==> src/cache_macros.svh <==
`ifndef CACHE_MACROS_SVH
`define CACHE_MACROS_SVH

// Geometry of the L1 data cache
`define L1_WAYS           4
`define L1_SETS           64
`define L1_LINE_BITS      128
`define L1_WORDS_PER_LINE 4

// CPU side widths
`define L1_ADDR_BITS      32
`define L1_WORD_BITS      32

`endif

==> src/cache_pkg.sv <==
`include "cache_macros.svh"

package cache_pkg;

    // Address split: tag | set | word offset | byte offset (ignored)
    typedef logic [$clog2(`L1_WAYS)-1:0]           way_idx_t;
    typedef logic [$clog2(`L1_SETS)-1:0]           set_idx_t;
    typedef logic [$clog2(`L1_WORDS_PER_LINE)-1:0] word_off_t;
    typedef logic [`L1_ADDR_BITS - $clog2(`L1_SETS) - $clog2(`L1_WORDS_PER_LINE)
                   - $clog2(`L1_WORD_BITS / 8) - 1:0] tag_t;

    typedef logic [`L1_LINE_BITS-1:0] line_t;

    typedef enum logic [2:0] {
        IDLE,       // Wait for a CPU cycle
        LOOKUP,     // Store results visible
        REFILL,     // Line read from memory
        FILL,       // Write fetched line into the stores
        WRITE_MEM,  // Single word write-through
        RESPOND     // Ack to the CPU
    } ctrl_state_e;

    typedef enum logic {
        OP_READ,
        OP_WRITE
    } mem_op_e;

endpackage

==> src/cache_ctrl.sv <==
`timescale 1ns/1ps
`include "cache_macros.svh"

module cache_ctrl (
    input  logic                          clk_i,
    input  logic                          rst_n,

    // CPU Wishbone slave
    input  logic                          cpu_cyc,
    input  logic                          cpu_stb,
    input  logic                          cpu_we,
    input  logic [`L1_ADDR_BITS-1:0]      cpu_adr,
    input  logic [`L1_WORD_BITS-1:0]      cpu_dat_w,
    output logic [`L1_WORD_BITS-1:0]      cpu_dat_r,
    output logic                          cpu_ack,

    // Memory Wishbone master
    output logic                          mem_cyc,
    output logic                          mem_stb,
    output logic                          mem_we,
    output logic [`L1_ADDR_BITS-1:0]      mem_adr,
    output cache_pkg::line_t              mem_dat_w,
    output logic [`L1_WORDS_PER_LINE-1:0] mem_sel,
    input  cache_pkg::line_t              mem_dat_r,
    input  logic                          mem_ack,

    // Store side
    input  logic                          hit,
    input  cache_pkg::way_idx_t           hit_way,
    input  cache_pkg::way_idx_t           victim_way,
    input  logic [`L1_WORD_BITS-1:0]      rd_word,
    output cache_pkg::set_idx_t           set_idx,
    output cache_pkg::tag_t               tag,
    output cache_pkg::word_off_t          word_off,
    output cache_pkg::way_idx_t           sel_way,
    output logic                          fill_en,
    output logic                          touch_en,
    output logic                          word_wr_en,
    output cache_pkg::line_t              fill_line,
    output logic [`L1_WORD_BITS-1:0]      wr_word
);
    import cache_pkg::*;

    localparam int OFF_LO = $clog2(`L1_WORD_BITS / 8);
    localparam int SET_LO = OFF_LO + $bits(word_off_t);
    localparam int TAG_LO = SET_LO + $bits(set_idx_t);

    ctrl_state_e                  state_q;
    ctrl_state_e                  state_d;
    logic                         req;
    logic [`L1_ADDR_BITS-1:0]     adr_q;
    logic [`L1_ADDR_BITS-1:0]     req_adr;
    logic [`L1_WORD_BITS-1:0]     dat_q;
    mem_op_e                      op_q;
    way_idx_t                     way_q;
    line_t                        line_q;
    logic [`L1_WORDS_PER_LINE-1:0] lane_sel;

    assign req = cpu_cyc & cpu_stb;

    // Stores see the live address in IDLE so LOOKUP has their result
    assign req_adr  = (state_q == IDLE) ? cpu_adr : adr_q;
    assign set_idx  = req_adr[SET_LO +: $bits(set_idx_t)];
    assign tag      = req_adr[TAG_LO +: $bits(tag_t)];
    assign word_off = req_adr[OFF_LO +: $bits(word_off_t)];

    // Way is only known in LOOKUP, held afterwards
    always_comb begin
        if (state_q == LOOKUP) begin
            sel_way = hit ? hit_way : victim_way;
        end else begin
            sel_way = way_q;
        end
    end

    always_comb begin
        state_d    = state_q;
        touch_en   = 1'b0;
        word_wr_en = 1'b0;
        case (state_q)
            IDLE: begin
                if (req) begin
                    state_d = LOOKUP;
                end
            end
            LOOKUP: begin
                if (op_q == OP_WRITE) begin
                    word_wr_en = hit;  // Write miss does not allocate
                    touch_en   = hit;
                    state_d    = WRITE_MEM;
                end else if (hit) begin
                    touch_en = 1'b1;
                    state_d  = RESPOND;
                end else begin
                    state_d = REFILL;
                end
            end
            REFILL: begin
                if (mem_ack) begin
                    state_d = FILL;
                end
            end
            FILL:      state_d = RESPOND;
            WRITE_MEM: begin
                if (mem_ack) begin
                    state_d = RESPOND;
                end
            end
            RESPOND:   state_d = IDLE;
            default:   state_d = IDLE;
        endcase
    end

    assign fill_en   = (state_q == FILL);
    assign fill_line = line_q;
    assign wr_word   = dat_q;

    // One-hot lane for write-through
    always_comb begin
        for (int i = 0; i < `L1_WORDS_PER_LINE; i++) begin
            lane_sel[i] = (int'(word_off) == i);
        end
    end

    assign mem_cyc   = (state_q == REFILL) || (state_q == WRITE_MEM);
    assign mem_stb   = mem_cyc;
    assign mem_we    = (state_q == WRITE_MEM);
    assign mem_adr   = {adr_q[`L1_ADDR_BITS-1:SET_LO], {SET_LO{1'b0}}};  // Line aligned
    assign mem_dat_w = {`L1_WORDS_PER_LINE{dat_q}};
    assign mem_sel   = mem_we ? lane_sel : '1;

    assign cpu_ack   = (state_q == RESPOND);
    assign cpu_dat_r = rd_word;

    always_ff @(posedge clk_i or negedge rst_n) begin
        if (!rst_n) begin
            state_q <= IDLE;
        end else begin
            state_q <= state_d;
        end
    end

    always_ff @(posedge clk_i) begin
        if (state_q == IDLE && req) begin
            adr_q <= cpu_adr;
            dat_q <= cpu_dat_w;
            op_q  <= cpu_we ? OP_WRITE : OP_READ;
        end
        if (state_q == LOOKUP) begin
            way_q <= sel_way;
        end
        if (state_q == REFILL && mem_ack) begin
            line_q <= mem_dat_r;
        end
    end

    // Ack only inside the master's cycle
    a_ack_in_cycle: assert property (@(posedge clk_i) disable iff (!rst_n)
        cpu_ack |-> cpu_cyc && cpu_stb)
        else $error("cache_ctrl: cpu_ack outside a CPU cycle");

    // Memory request held with cyc until acked
    a_mem_hold: assert property (@(posedge clk_i) disable iff (!rst_n)
        mem_stb && !mem_ack |=> mem_stb && mem_cyc && $stable(mem_adr) && $stable(mem_we))
        else $error("cache_ctrl: memory request dropped before ack");

endmodule

==> config.mk <==
export PLATFORM = sky130hd
export DESIGN_NAME = cache_ctrl
export DESIGN_NICKNAME = d
export VERILOG_FILES = /design/src/cache_pkg.sv /design/src/cache_ctrl.sv
export VERILOG_INCLUDE_DIRS = /design/src
export SDC_FILE = /design/constraint.sdc
export NUM_CORES = 1
export LEC_CHECK = 0
export BUFFER_PORTS_ARGS = -buffer_cell sky130_fd_sc_hd__buf_2
export CORE_AREA = 4 4 244 246
export CTS_BUF_LIST = sky130_fd_sc_hd__clkbuf_8
export CTS_CLUSTER_SIZE = 24
export DETAILED_ROUTE_END_ITERATION = 12
export DIE_AREA = 0 0 248 250
export SLEW_MARGIN = 20
export SYNTH_ARGS = -nofsm -noshare
export SYNTH_HDL_FRONTEND = slang
export SYNTH_SLANG_ARGS = --single-unit
==> constraint.sdc <==
create_clock -name clk_i -period 7.2 [get_ports clk_i]
set_input_delay 0.72 -clock clk_i [delete_from_list [all_inputs] [get_ports clk_i]]
set_output_delay 0.72 -clock clk_i [all_outputs]
set_load 0.01 [all_outputs]
==> Word-level counts from Yosys, hierarchy flattened <==
Cells that the tools add are included.
{ "op_classes": {"eq_ne": 11, "bitwise_logic": 1, "reduce_logical": 6, "n_mux": 16} }
{ "op_table": {"columns": ["operator", "count"], "rows": [
  ["$mux 32", 1],
  ["$mux 3", 5],
  ["$pmux 3 s5", 1],
  ["$eq 3x2->1 const B", 2],
  ["$eq 3x3->1 const B", 2],
  ["$mux 1", 6],
  ["$eq 2x2->1 const B", 2],
  ["$mux 2", 2],
  ["$mux 4", 1],
  ["$ne 2x2->1 const B", 2],
  ["$eq 3x1->1 const B", 1],
  ["$logic_not 3->1", 1],
  ["$reduce_and 3->1", 1],
  ["$eq 2x1->1 const B", 1],
  ["$logic_and 1x1->1", 2],
  ["$logic_not 2->1", 1],
  ["$ne 2x1->1 const B", 1],
  ["$and 1x1->1", 1],
  ["$logic_or 1x1->1", 1]
]} }
{ "word_totals": {"ff_bits": 198, "inputBits": 235} }

==> Longest topological paths before layout <==
Gate-level depths: netlist of run 1.
{ "depth": {"word_depth": 4, "mapped_depth": 5, "mapped_depth_nobuf": 3} }

==> Least setup slack after synthesis of run 1 <==
Ideal clock, no wire load.
{ "synth_timing": {"path_kind": "register -> register", "from": "reg state_q[1]", "to": "reg adr_q[10] (enable)", "setup_time_ns": 0.562, "required_ns": 6.638, "synth_period_minus_slack_ns": 5.676, "path_slack_ns": 1.524, "t_arrival_ns": 5.114, "path_stages_with_launch": 4, "n_path_buf": 1, "path_cell_list": "dfrtp_1 buf_6 or2_4 nor3_1"} }
{ "synth_between": {"elab_chain_len": 2} }
{ "synth_rtl": {"columns": ["item", "line", "rtl"], "rows": [
  ["start, declared", "cache_ctrl.sv:48", "ctrl_state_e state_q;"],
  ["start signal, assigned", "cache_ctrl.sv:139", "state_q <= state_d;"],
  ["$logic_not 3->1", "cache_ctrl.sv:144", "if (state_q == IDLE && req) begin"],
  ["$logic_and 1x1->1", "cache_ctrl.sv:144", null],
  ["end signal, assigned", "cache_ctrl.sv:145", "adr_q <= cpu_adr;"],
  ["end, declared", "cache_ctrl.sv:51", "logic [`L1_ADDR_BITS-1:0] adr_q;"]
]} }
No other way between the ends.
A chain may end at the register's enable or synchronous reset.

==> Worst setup path in the final report of run 1 <==
{ "layout_timing": {"from": "reg state_q[1]", "to": "out tag[21]"} }
{ "layout_between": {"elab_chain_len": 2} }
{ "layout_rtl": {"columns": ["item", "line", "rtl"], "rows": [
  ["$logic_not 3->1", "cache_ctrl.sv:62", "assign req_adr = (state_q == IDLE) ? cpu_adr : adr_q;"],
  ["$mux 32", "cache_ctrl.sv:62", null],
  ["end, declared", "cache_ctrl.sv:33", "output cache_pkg::tag_t tag,"]
]} }
No other way between the ends.

==> impl_metrics.toml, run 1 <==
[floorplan]
initial_core_util_pct = 14.1
die_height_um = 250
coreArea_um2 = 57400
die_w_um = 248
ios = 630
die_area_um2 = 62000
rows = 88

[placement]
port_buffers = 559
dpl.hpwl_um = 22800
globalplace.congestion = 0.744
pre_cts_ws_ps = 4230

[cts]
cts_tree = "built"
cts-resized-gates = 0
numCtsBuffers = 17
hold_buffers = 1
clockRootBuffer = "clkbuf_8"
clkSinkCount = 196
worst_skew_pair.late_latency_ps = 560
postCtsSetupRepairBufs = 0
clk_pin_slew_ps = 130
clk_path_buf_depth = 2
htreeDepth = 4

[drt]
dr.pass1.iters = 4
wl_per_cell_um = 17.1
wirelength_um = 28000
vias = 5084
vias_per_cell = 3.12
wl_met3_um = 4880
wl_met2_um = 14000
met1_length_um = 8310
initialDrtViolationCount = 140
top_layer = "met5"
drc = 0
ant_nets = 0

[grt]
grt_overflow = 0
grt_pass1_vias = 5014
grt_max_degree = 76
grt_antenna_before_repair = 25
grt.total_usage_pct = 8.47
grt_pass1_wl_um = 35600

[sta]
fin_skew_ps = 26.7
worst_pin_slew_ps = 909
rsz0062_at_grt = "no"
hold_viol = 0
fmax_mhz = 295
layout_worst_path_cycle_share_pct = 47.0
max_slew_margin_pct = 39.4
report.final.slew_viol_count = 0
min_period_ps = 3390
fin_tns_setup_ps = 0
fin_ws_ps = 3810
setup_viol = 0
hold_slack_ps = 322

[worst_setup_path]
path_class = "reg2out"
crit_path_end_kind = "primary output"
cp-start-kind = "flop"
cp.arrival_ps = 2670
reg2reg_depth = 3
path_max_fanout = 31
cp.required_ps = 6480

[power]
ir_drop_v = 0.000132
p_leak_nw = 4.56
fin_total_pwr_w = 0.00296
p_per_area_nw_per_um2 = 275

[cells_and_area]
final_cell_mix = "buf_2, edfxtp_1, mux2_4, clkbuf_8, o21ai_0"
final_nets = 1083
drive_above_1_share_pct = 73.2
final_common_cell = "buf_2"
synthToLayoutAreaGrowth_pct = 33.5

[synth]
syn-mean-instance-area_um2 = 17.5
syn_area_um2 = 8070
synthCells = 462
synth_cell_type_count = 29
yosysSeqAreaShare_pct = 72.8
ys_ff_latch = 196
yosysWarnings = 0

[run_status]
run_status = "complete, no violations"

[hold_path]
min_path_type = "in2reg"
hold_path_depth = 1

[job]
maxCapViolCount = 0
[report_power, final]
group | internal (W) | switching [W] | leakage (nW) | total [W]
clock network | 0.000260 | 0.000491 | 0.203 | 0.000751
registers | 0.00137 | 0.0000577 | 1.78 | 0.00143
logic | 0.000352 | 0.000428 | 2.57 | 0.000780
total | 0.00198 | 0.000976 | 4.56 | 0.00296
[flip-flops by register name, summed over array words and instances, names as in the netlist]
signal,flops
fill_line,128
op_q,1
state_q,3
wr_word,32
adr_q,30
way_q,2
[metrics by stage]
| step | area [um2] | utilization (%) | cells |
|---|---|---|---|
| final | 10800 | 18.8 | 1631 |
| after global routing | 10800 | 18.8 | 1627 |
| after CTS | 10800 | 18.7 | 1626 |
| after detailed placement | 10300 | 18.0 | 1593 |
| after global placement | 10300 | 18.0 | 1593 |
| after floorplan | 8080 | - | 465 |
[logic make-up (layout without fill, tap and decap cells)]
| logic type | after synthesis | after routing | share of synthesized area (%) |
|---|---|---|---|
| compound gates | 11 | 11 | 0.791 |
| other cells | 1 | 9 | 0.0465 |
| mux | 32 | 32 | 5.79 |
| buf+inv | 204 | 600 | 19.0 |
| flops | 196 | 196 | 72.8 |
| simple gates | 17 | 17 | 1.47 |
| xor+xnor | 1 | 1 | 0.109 |
[layout make-up]
class | count | area [um2]
inverter | 5 | 18.8
clock buffer | 17 | 234
multi-input combinational | 65 | 679
fill | 6238 | 46600
sequential | 196 | 5870
tap | 765 | 957
timing repair buffer | 563 | 2830
clock inverter | 15 | 164
antenna | 5 | 12.5
[synthesized netlist by cell type]
cell type / count / area [um2]
mux2_4: 29 / 435
nor2_8: 1 / 20.0
nor2b_1: 1 / 6.26
clkbuf_2: 1 / 5.00
mux2_2: 1 / 11.3
conb_1: 1 / 3.75
a222oi_1: 1 / 10.0
and3_2: 1 / 7.51
buf_8: 3 / 45.0
nor3_1: 2 / 10.0
nor3b_2: 1 / 12.5
nor4b_1: 1 / 8.76
mux2i_1: 2 / 20.0
nand2_1: 1 / 3.75
or2_4: 1 / 8.76
and3_1: 1 / 6.26
o21ai_0: 6 / 30.0
clkbuf_1: 1 / 3.75
o311ai_0: 1 / 8.76
dfrtp_1: 3 / 75.1
buf_6: 1 / 11.3
a21oi_1: 3 / 15.0
edfxtp_1: 193 / 5800
and4_2: 1 / 10.0
buf_4: 193 / 1450
and2_1: 1 / 6.26
inv_1: 5 / 18.8
nor2_1: 5 / 18.8
xnor2_1: 1 / 8.76
[layer usage]
metal,vias to the layer above,global-route usage (%)
li1,2229,-
met1,2348,6.90
met2,434,15.2
met3,63,6.74
met4,10,2.85
met5,-,0
[worst max-delay path, cell delays in order (launching register included)]
cell and delay, ps:
dfrtp_1 510, or2_4 340, nor2_8 660, mux2_2 410, buf_2 140
[final timing paths]
path / startpoint / end / slack [ps]
max: state_q[1]$_DFFE_PN0P_ / tag[21] / 3810
min: cpu_dat_w[8] / wr_word[8]$_DFFE_PP_ / 320
max reg2reg: state_q[2]$_DFFE_PN0P_ / fill_line[23]$_DFFE_PP_ / 4390
min reg2reg: way_q[1]$_DFFE_PP_ / way_q[1]$_DFFE_PP_ / 650
max in group asynchronous: rst_n / state_q[2]$_DFFE_PN0P_ / 6570
min in group asynchronous: rst_n / state_q[0]$_DFFE_PN0P_ / 530
Note: power is estimated with default switching activity, not from simulation.
==> run 2, diff against run 1 <==
--- a/config.mk
+++ b/config.mk
@@ -6,12 +6,13 @@
 export SDC_FILE = /design/constraint.sdc
 export NUM_CORES = 1
 export LEC_CHECK = 0
+export ABC_AREA = 1
 export BUFFER_PORTS_ARGS = -buffer_cell sky130_fd_sc_hd__buf_2
-export CORE_AREA = 4 4 244 246
+export CORE_AREA = 4 4 243 245
 export CTS_BUF_LIST = sky130_fd_sc_hd__clkbuf_8
 export CTS_CLUSTER_SIZE = 24
 export DETAILED_ROUTE_END_ITERATION = 12
-export DIE_AREA = 0 0 248 250
+export DIE_AREA = 0 0 247 249
 export SLEW_MARGIN = 20
 export SYNTH_ARGS = -nofsm -noshare
 export SYNTH_HDL_FRONTEND = slang
==> constraint.sdc (replaced) <==
create_clock -name clk_i -period 3.5 [get_ports clk_i]
set_input_delay 0.35 -clock clk_i [delete_from_list [all_inputs] [get_ports clk_i]]
set_output_delay 0.35 -clock clk_i [all_outputs]
set_load 0.01 [all_outputs]
==> run 2 against run 1 <==
Against the previous run:
- largest power group unchanged
- sequential power grew 100%
- hold slack lost 110 ps
- final cell count rose by 17%
- synthesized cell count increased by 18%
- core utilization up 3.4 points
- register-to-register slack lost 3200 ps
- design area rose by 17%
- via count rose by 19%
- synthesized area decreased by 1.2%
- critical path depth rose by 2
==> impl_metrics.toml, run 2 <==
[run_status]
run_status = "complete, no violations"

[sta]
fin_tns_setup_ps = 0
rsz0062_at_grt = "no"
report.final.slew_viol_count = 0
hold_viol = 0
layout_worst_path_cycle_share_pct = 84.4
max_slew_margin_pct = 43.0
fmax_mhz = 339
worst_pin_slew_ps = 855
setup_viol = 0
min_period_ps = 2950
fin_ws_ps = 547
fin_skew_ps = 15.0

[power]
p_per_area_nw_per_um2 = 500
p_leak_nw = 5.46
ir_drop_v = 0.000277

[worst_setup_path]
cp.arrival_ps = 2600
timing.rr.start = "state_q[2]$_DFFE_PN0P_"
rrSetupSlack_ps = 1190
path_max_fanout = 34
reg2reg_depth = 4
cp-start-kind = "flop"
crit_path_end_kind = "primary output"
worstReg2RegEnd = "fill_line[127]$_DFFE_PP_"
path_class = "reg2out"
cp.required_ps = 3150

[synth]
syn_area_um2 = 7970
ys.flop_type = "edfxtp_1"
yosysTopAreaCell = "edfxtp_1"
syn-mean-instance-area_um2 = 14.6
synth_cell_type_count = 17
synthArstFlopShare_pct = 1.53
synth.area.top_cells = "edfxtp_1, buf_4, nand2_1, dfrtp_1, nor2_1"
synthCells = 544
synth_common_cells = "buf_4, edfxtp_1, nand2_1"
synth.most_common_cell = "buf_4"
synth_top_area_share_pct = 72.7
synth_edf_count = 193
yosysSeqAreaShare_pct = 73.7
ys_ff_latch = 196
yosysWarnings = 0

[floorplan]
die_area_um2 = 61500
die_w_um = 247
ios = 630
initial_core_util_pct = 13.9
die_height_um = 249
coreArea_um2 = 57100
rows = 88

[placement]
pre_cts_ws_ps = 1090
globalplace.congestion = 0.783
port_buffers = 559
dpl.hpwl_um = 22200

[cts]
worst_skew_pair.late_latency_ps = 530
numCtsBuffers = 17
cts_tree = "built"
postCtsSetupRepairBufs = 0
htreeDepth = 4
clk_path_buf_depth = 2
clk_pin_slew_ps = 110
clkSinkCount = 196
clockRootBuffer = "clkbuf_8"

[drt]
initialDrtViolationCount = 194
wl_met2_um = 14900
drc = 0
wl_per_cell_um = 15.5
wirelength_um = 29600
top_layer = "met5"
vias = 6063
ant_nets = 0
dr.pass1.iters = 4
wl_met3_um = 3860
vias_per_cell = 3.19
met1_length_um = 10200

[grt]
grt.total_usage_pct = 9.21
grt_pass1_wl_um = 40800
grt_antenna_before_repair = 4
grt_overflow = 0
grt_max_degree = 68
grt_pass1_vias = 6390

[cells_and_area]
final_common_cell = "buf_2"
drive_above_1_share_pct = 52.8
final_cell_mix = "buf_2, edfxtp_1, dlygate4sd3_1, nand2_1, clkbuf_8"
final_nets = 1358
largest_reg_flops = 128
synthToLayoutAreaGrowth_pct = 58.7

[hold_path]
min_path_type = "in2async"

[job]
maxCapViolCount = 0
-- run 2: changes by cell type after synthesis, moves of 3 or more --
cell and change:
inv_1 +3, nand3_1 +3, a21oi_1 -3, buf_2 +3
nor2_1 +7, nand2_1 +108, mux2_4 -29, buf_8 -3
-- run 2: power breakdown --
part	total [W]	switching (W)	internal, W	leakage (nW)
Clock	0.00151	0.000973	0.000532	0.198
Combinational	0.00189	0.00116	0.000727	3.47
Sequential	0.00292	0.000108	0.00282	1.78
Total	0.00632	0.00224	0.00408	5.46
-- run 2: per-layer routing --
metal	GRT usage [%]	vias to the layer above
li1	-	2807
met1	8.67	2790
met2	16.4	430
met3	5.58	32
met4	3.18	4
met5	0	-
-- run 2: worst max path at each step --
stage	endpoint	slack, ps	cells after the start	start
after floorplan	fill_line[0]$_DFFE_PP_	490	3	state_q[2]$_DFFE_PN0P_
after global placement	tag[5]	1160	6	state_q[1]$_DFFE_PN0P_
after detailed placement	tag[5]	1090	6	state_q[1]$_DFFE_PN0P_
after CTS	tag[5]	390	6	state_q[1]$_DFFE_PN0P_
after global routing	tag[5]	260	6	state_q[1]$_DFFE_PN0P_
final	tag[5]	550	6	state_q[1]$_DFFE_PN0P_
-- run 2: final cells by class --
| cell class | instances | area (um2) |
|---|---|---|
| fill | 5987 | 44500 |
| sequential | 196 | 5870 |
| timing repair buffer | 756 | 4780 |
| tap | 765 | 957 |
| multi-input combinational | 142 | 592 |
| clock buffer | 17 | 234 |
| clock inverter | 15 | 164 |
| inverter | 10 | 37.5 |
| antenna | 2 | 5.00 |
-- run 2: cells by family (layout without fill, tap and decap cells) --
| logic type | Yosys count | count (layout) | share of synthesized area (%) |
|---|---|---|---|
| compound gates | 7 | 7 | 0.502 |
| buf+inv | 209 | 798 | 19.2 |
| flops | 196 | 196 | 73.7 |
| other cells | 1 | 6 | 0.0471 |
| simple gates | 131 | 131 | 6.55 |
-- run 2: repair_timing --
item,4_1_cts,5_1_grt
resized for setup,0,0
endpoints found under the hold margin,194,0
hold buffers,192,0
-- run 2: worst max-delay path, stage by stage (launching register included) --
cell     delay [ps]
dfrtp_1         480
nor2_4          220
nand2_4         290
inv_2           600
nand2_1         140
nand2_1         140
buf_2           150
-- run 2: per-stage QoR --
step / area, um2 / utilization [%] / std cells / hold slack, ps / total power [W]
floorplan: 7990 / - / 547 / 54.4 / 0.00411
detailed placement: 10300 / 18.1 / 1677 / 154 / 0.00472
finish: 12600 / 22.1 / 1903 / 211 / 0.00632
global route: 12600 / 22.1 / 1903 / 127 / 0.00674
CTS: 12600 / 22.1 / 1901 / 103 / 0.00648
global placement: 10300 / 18.1 / 1677 / 150 / 0.00471
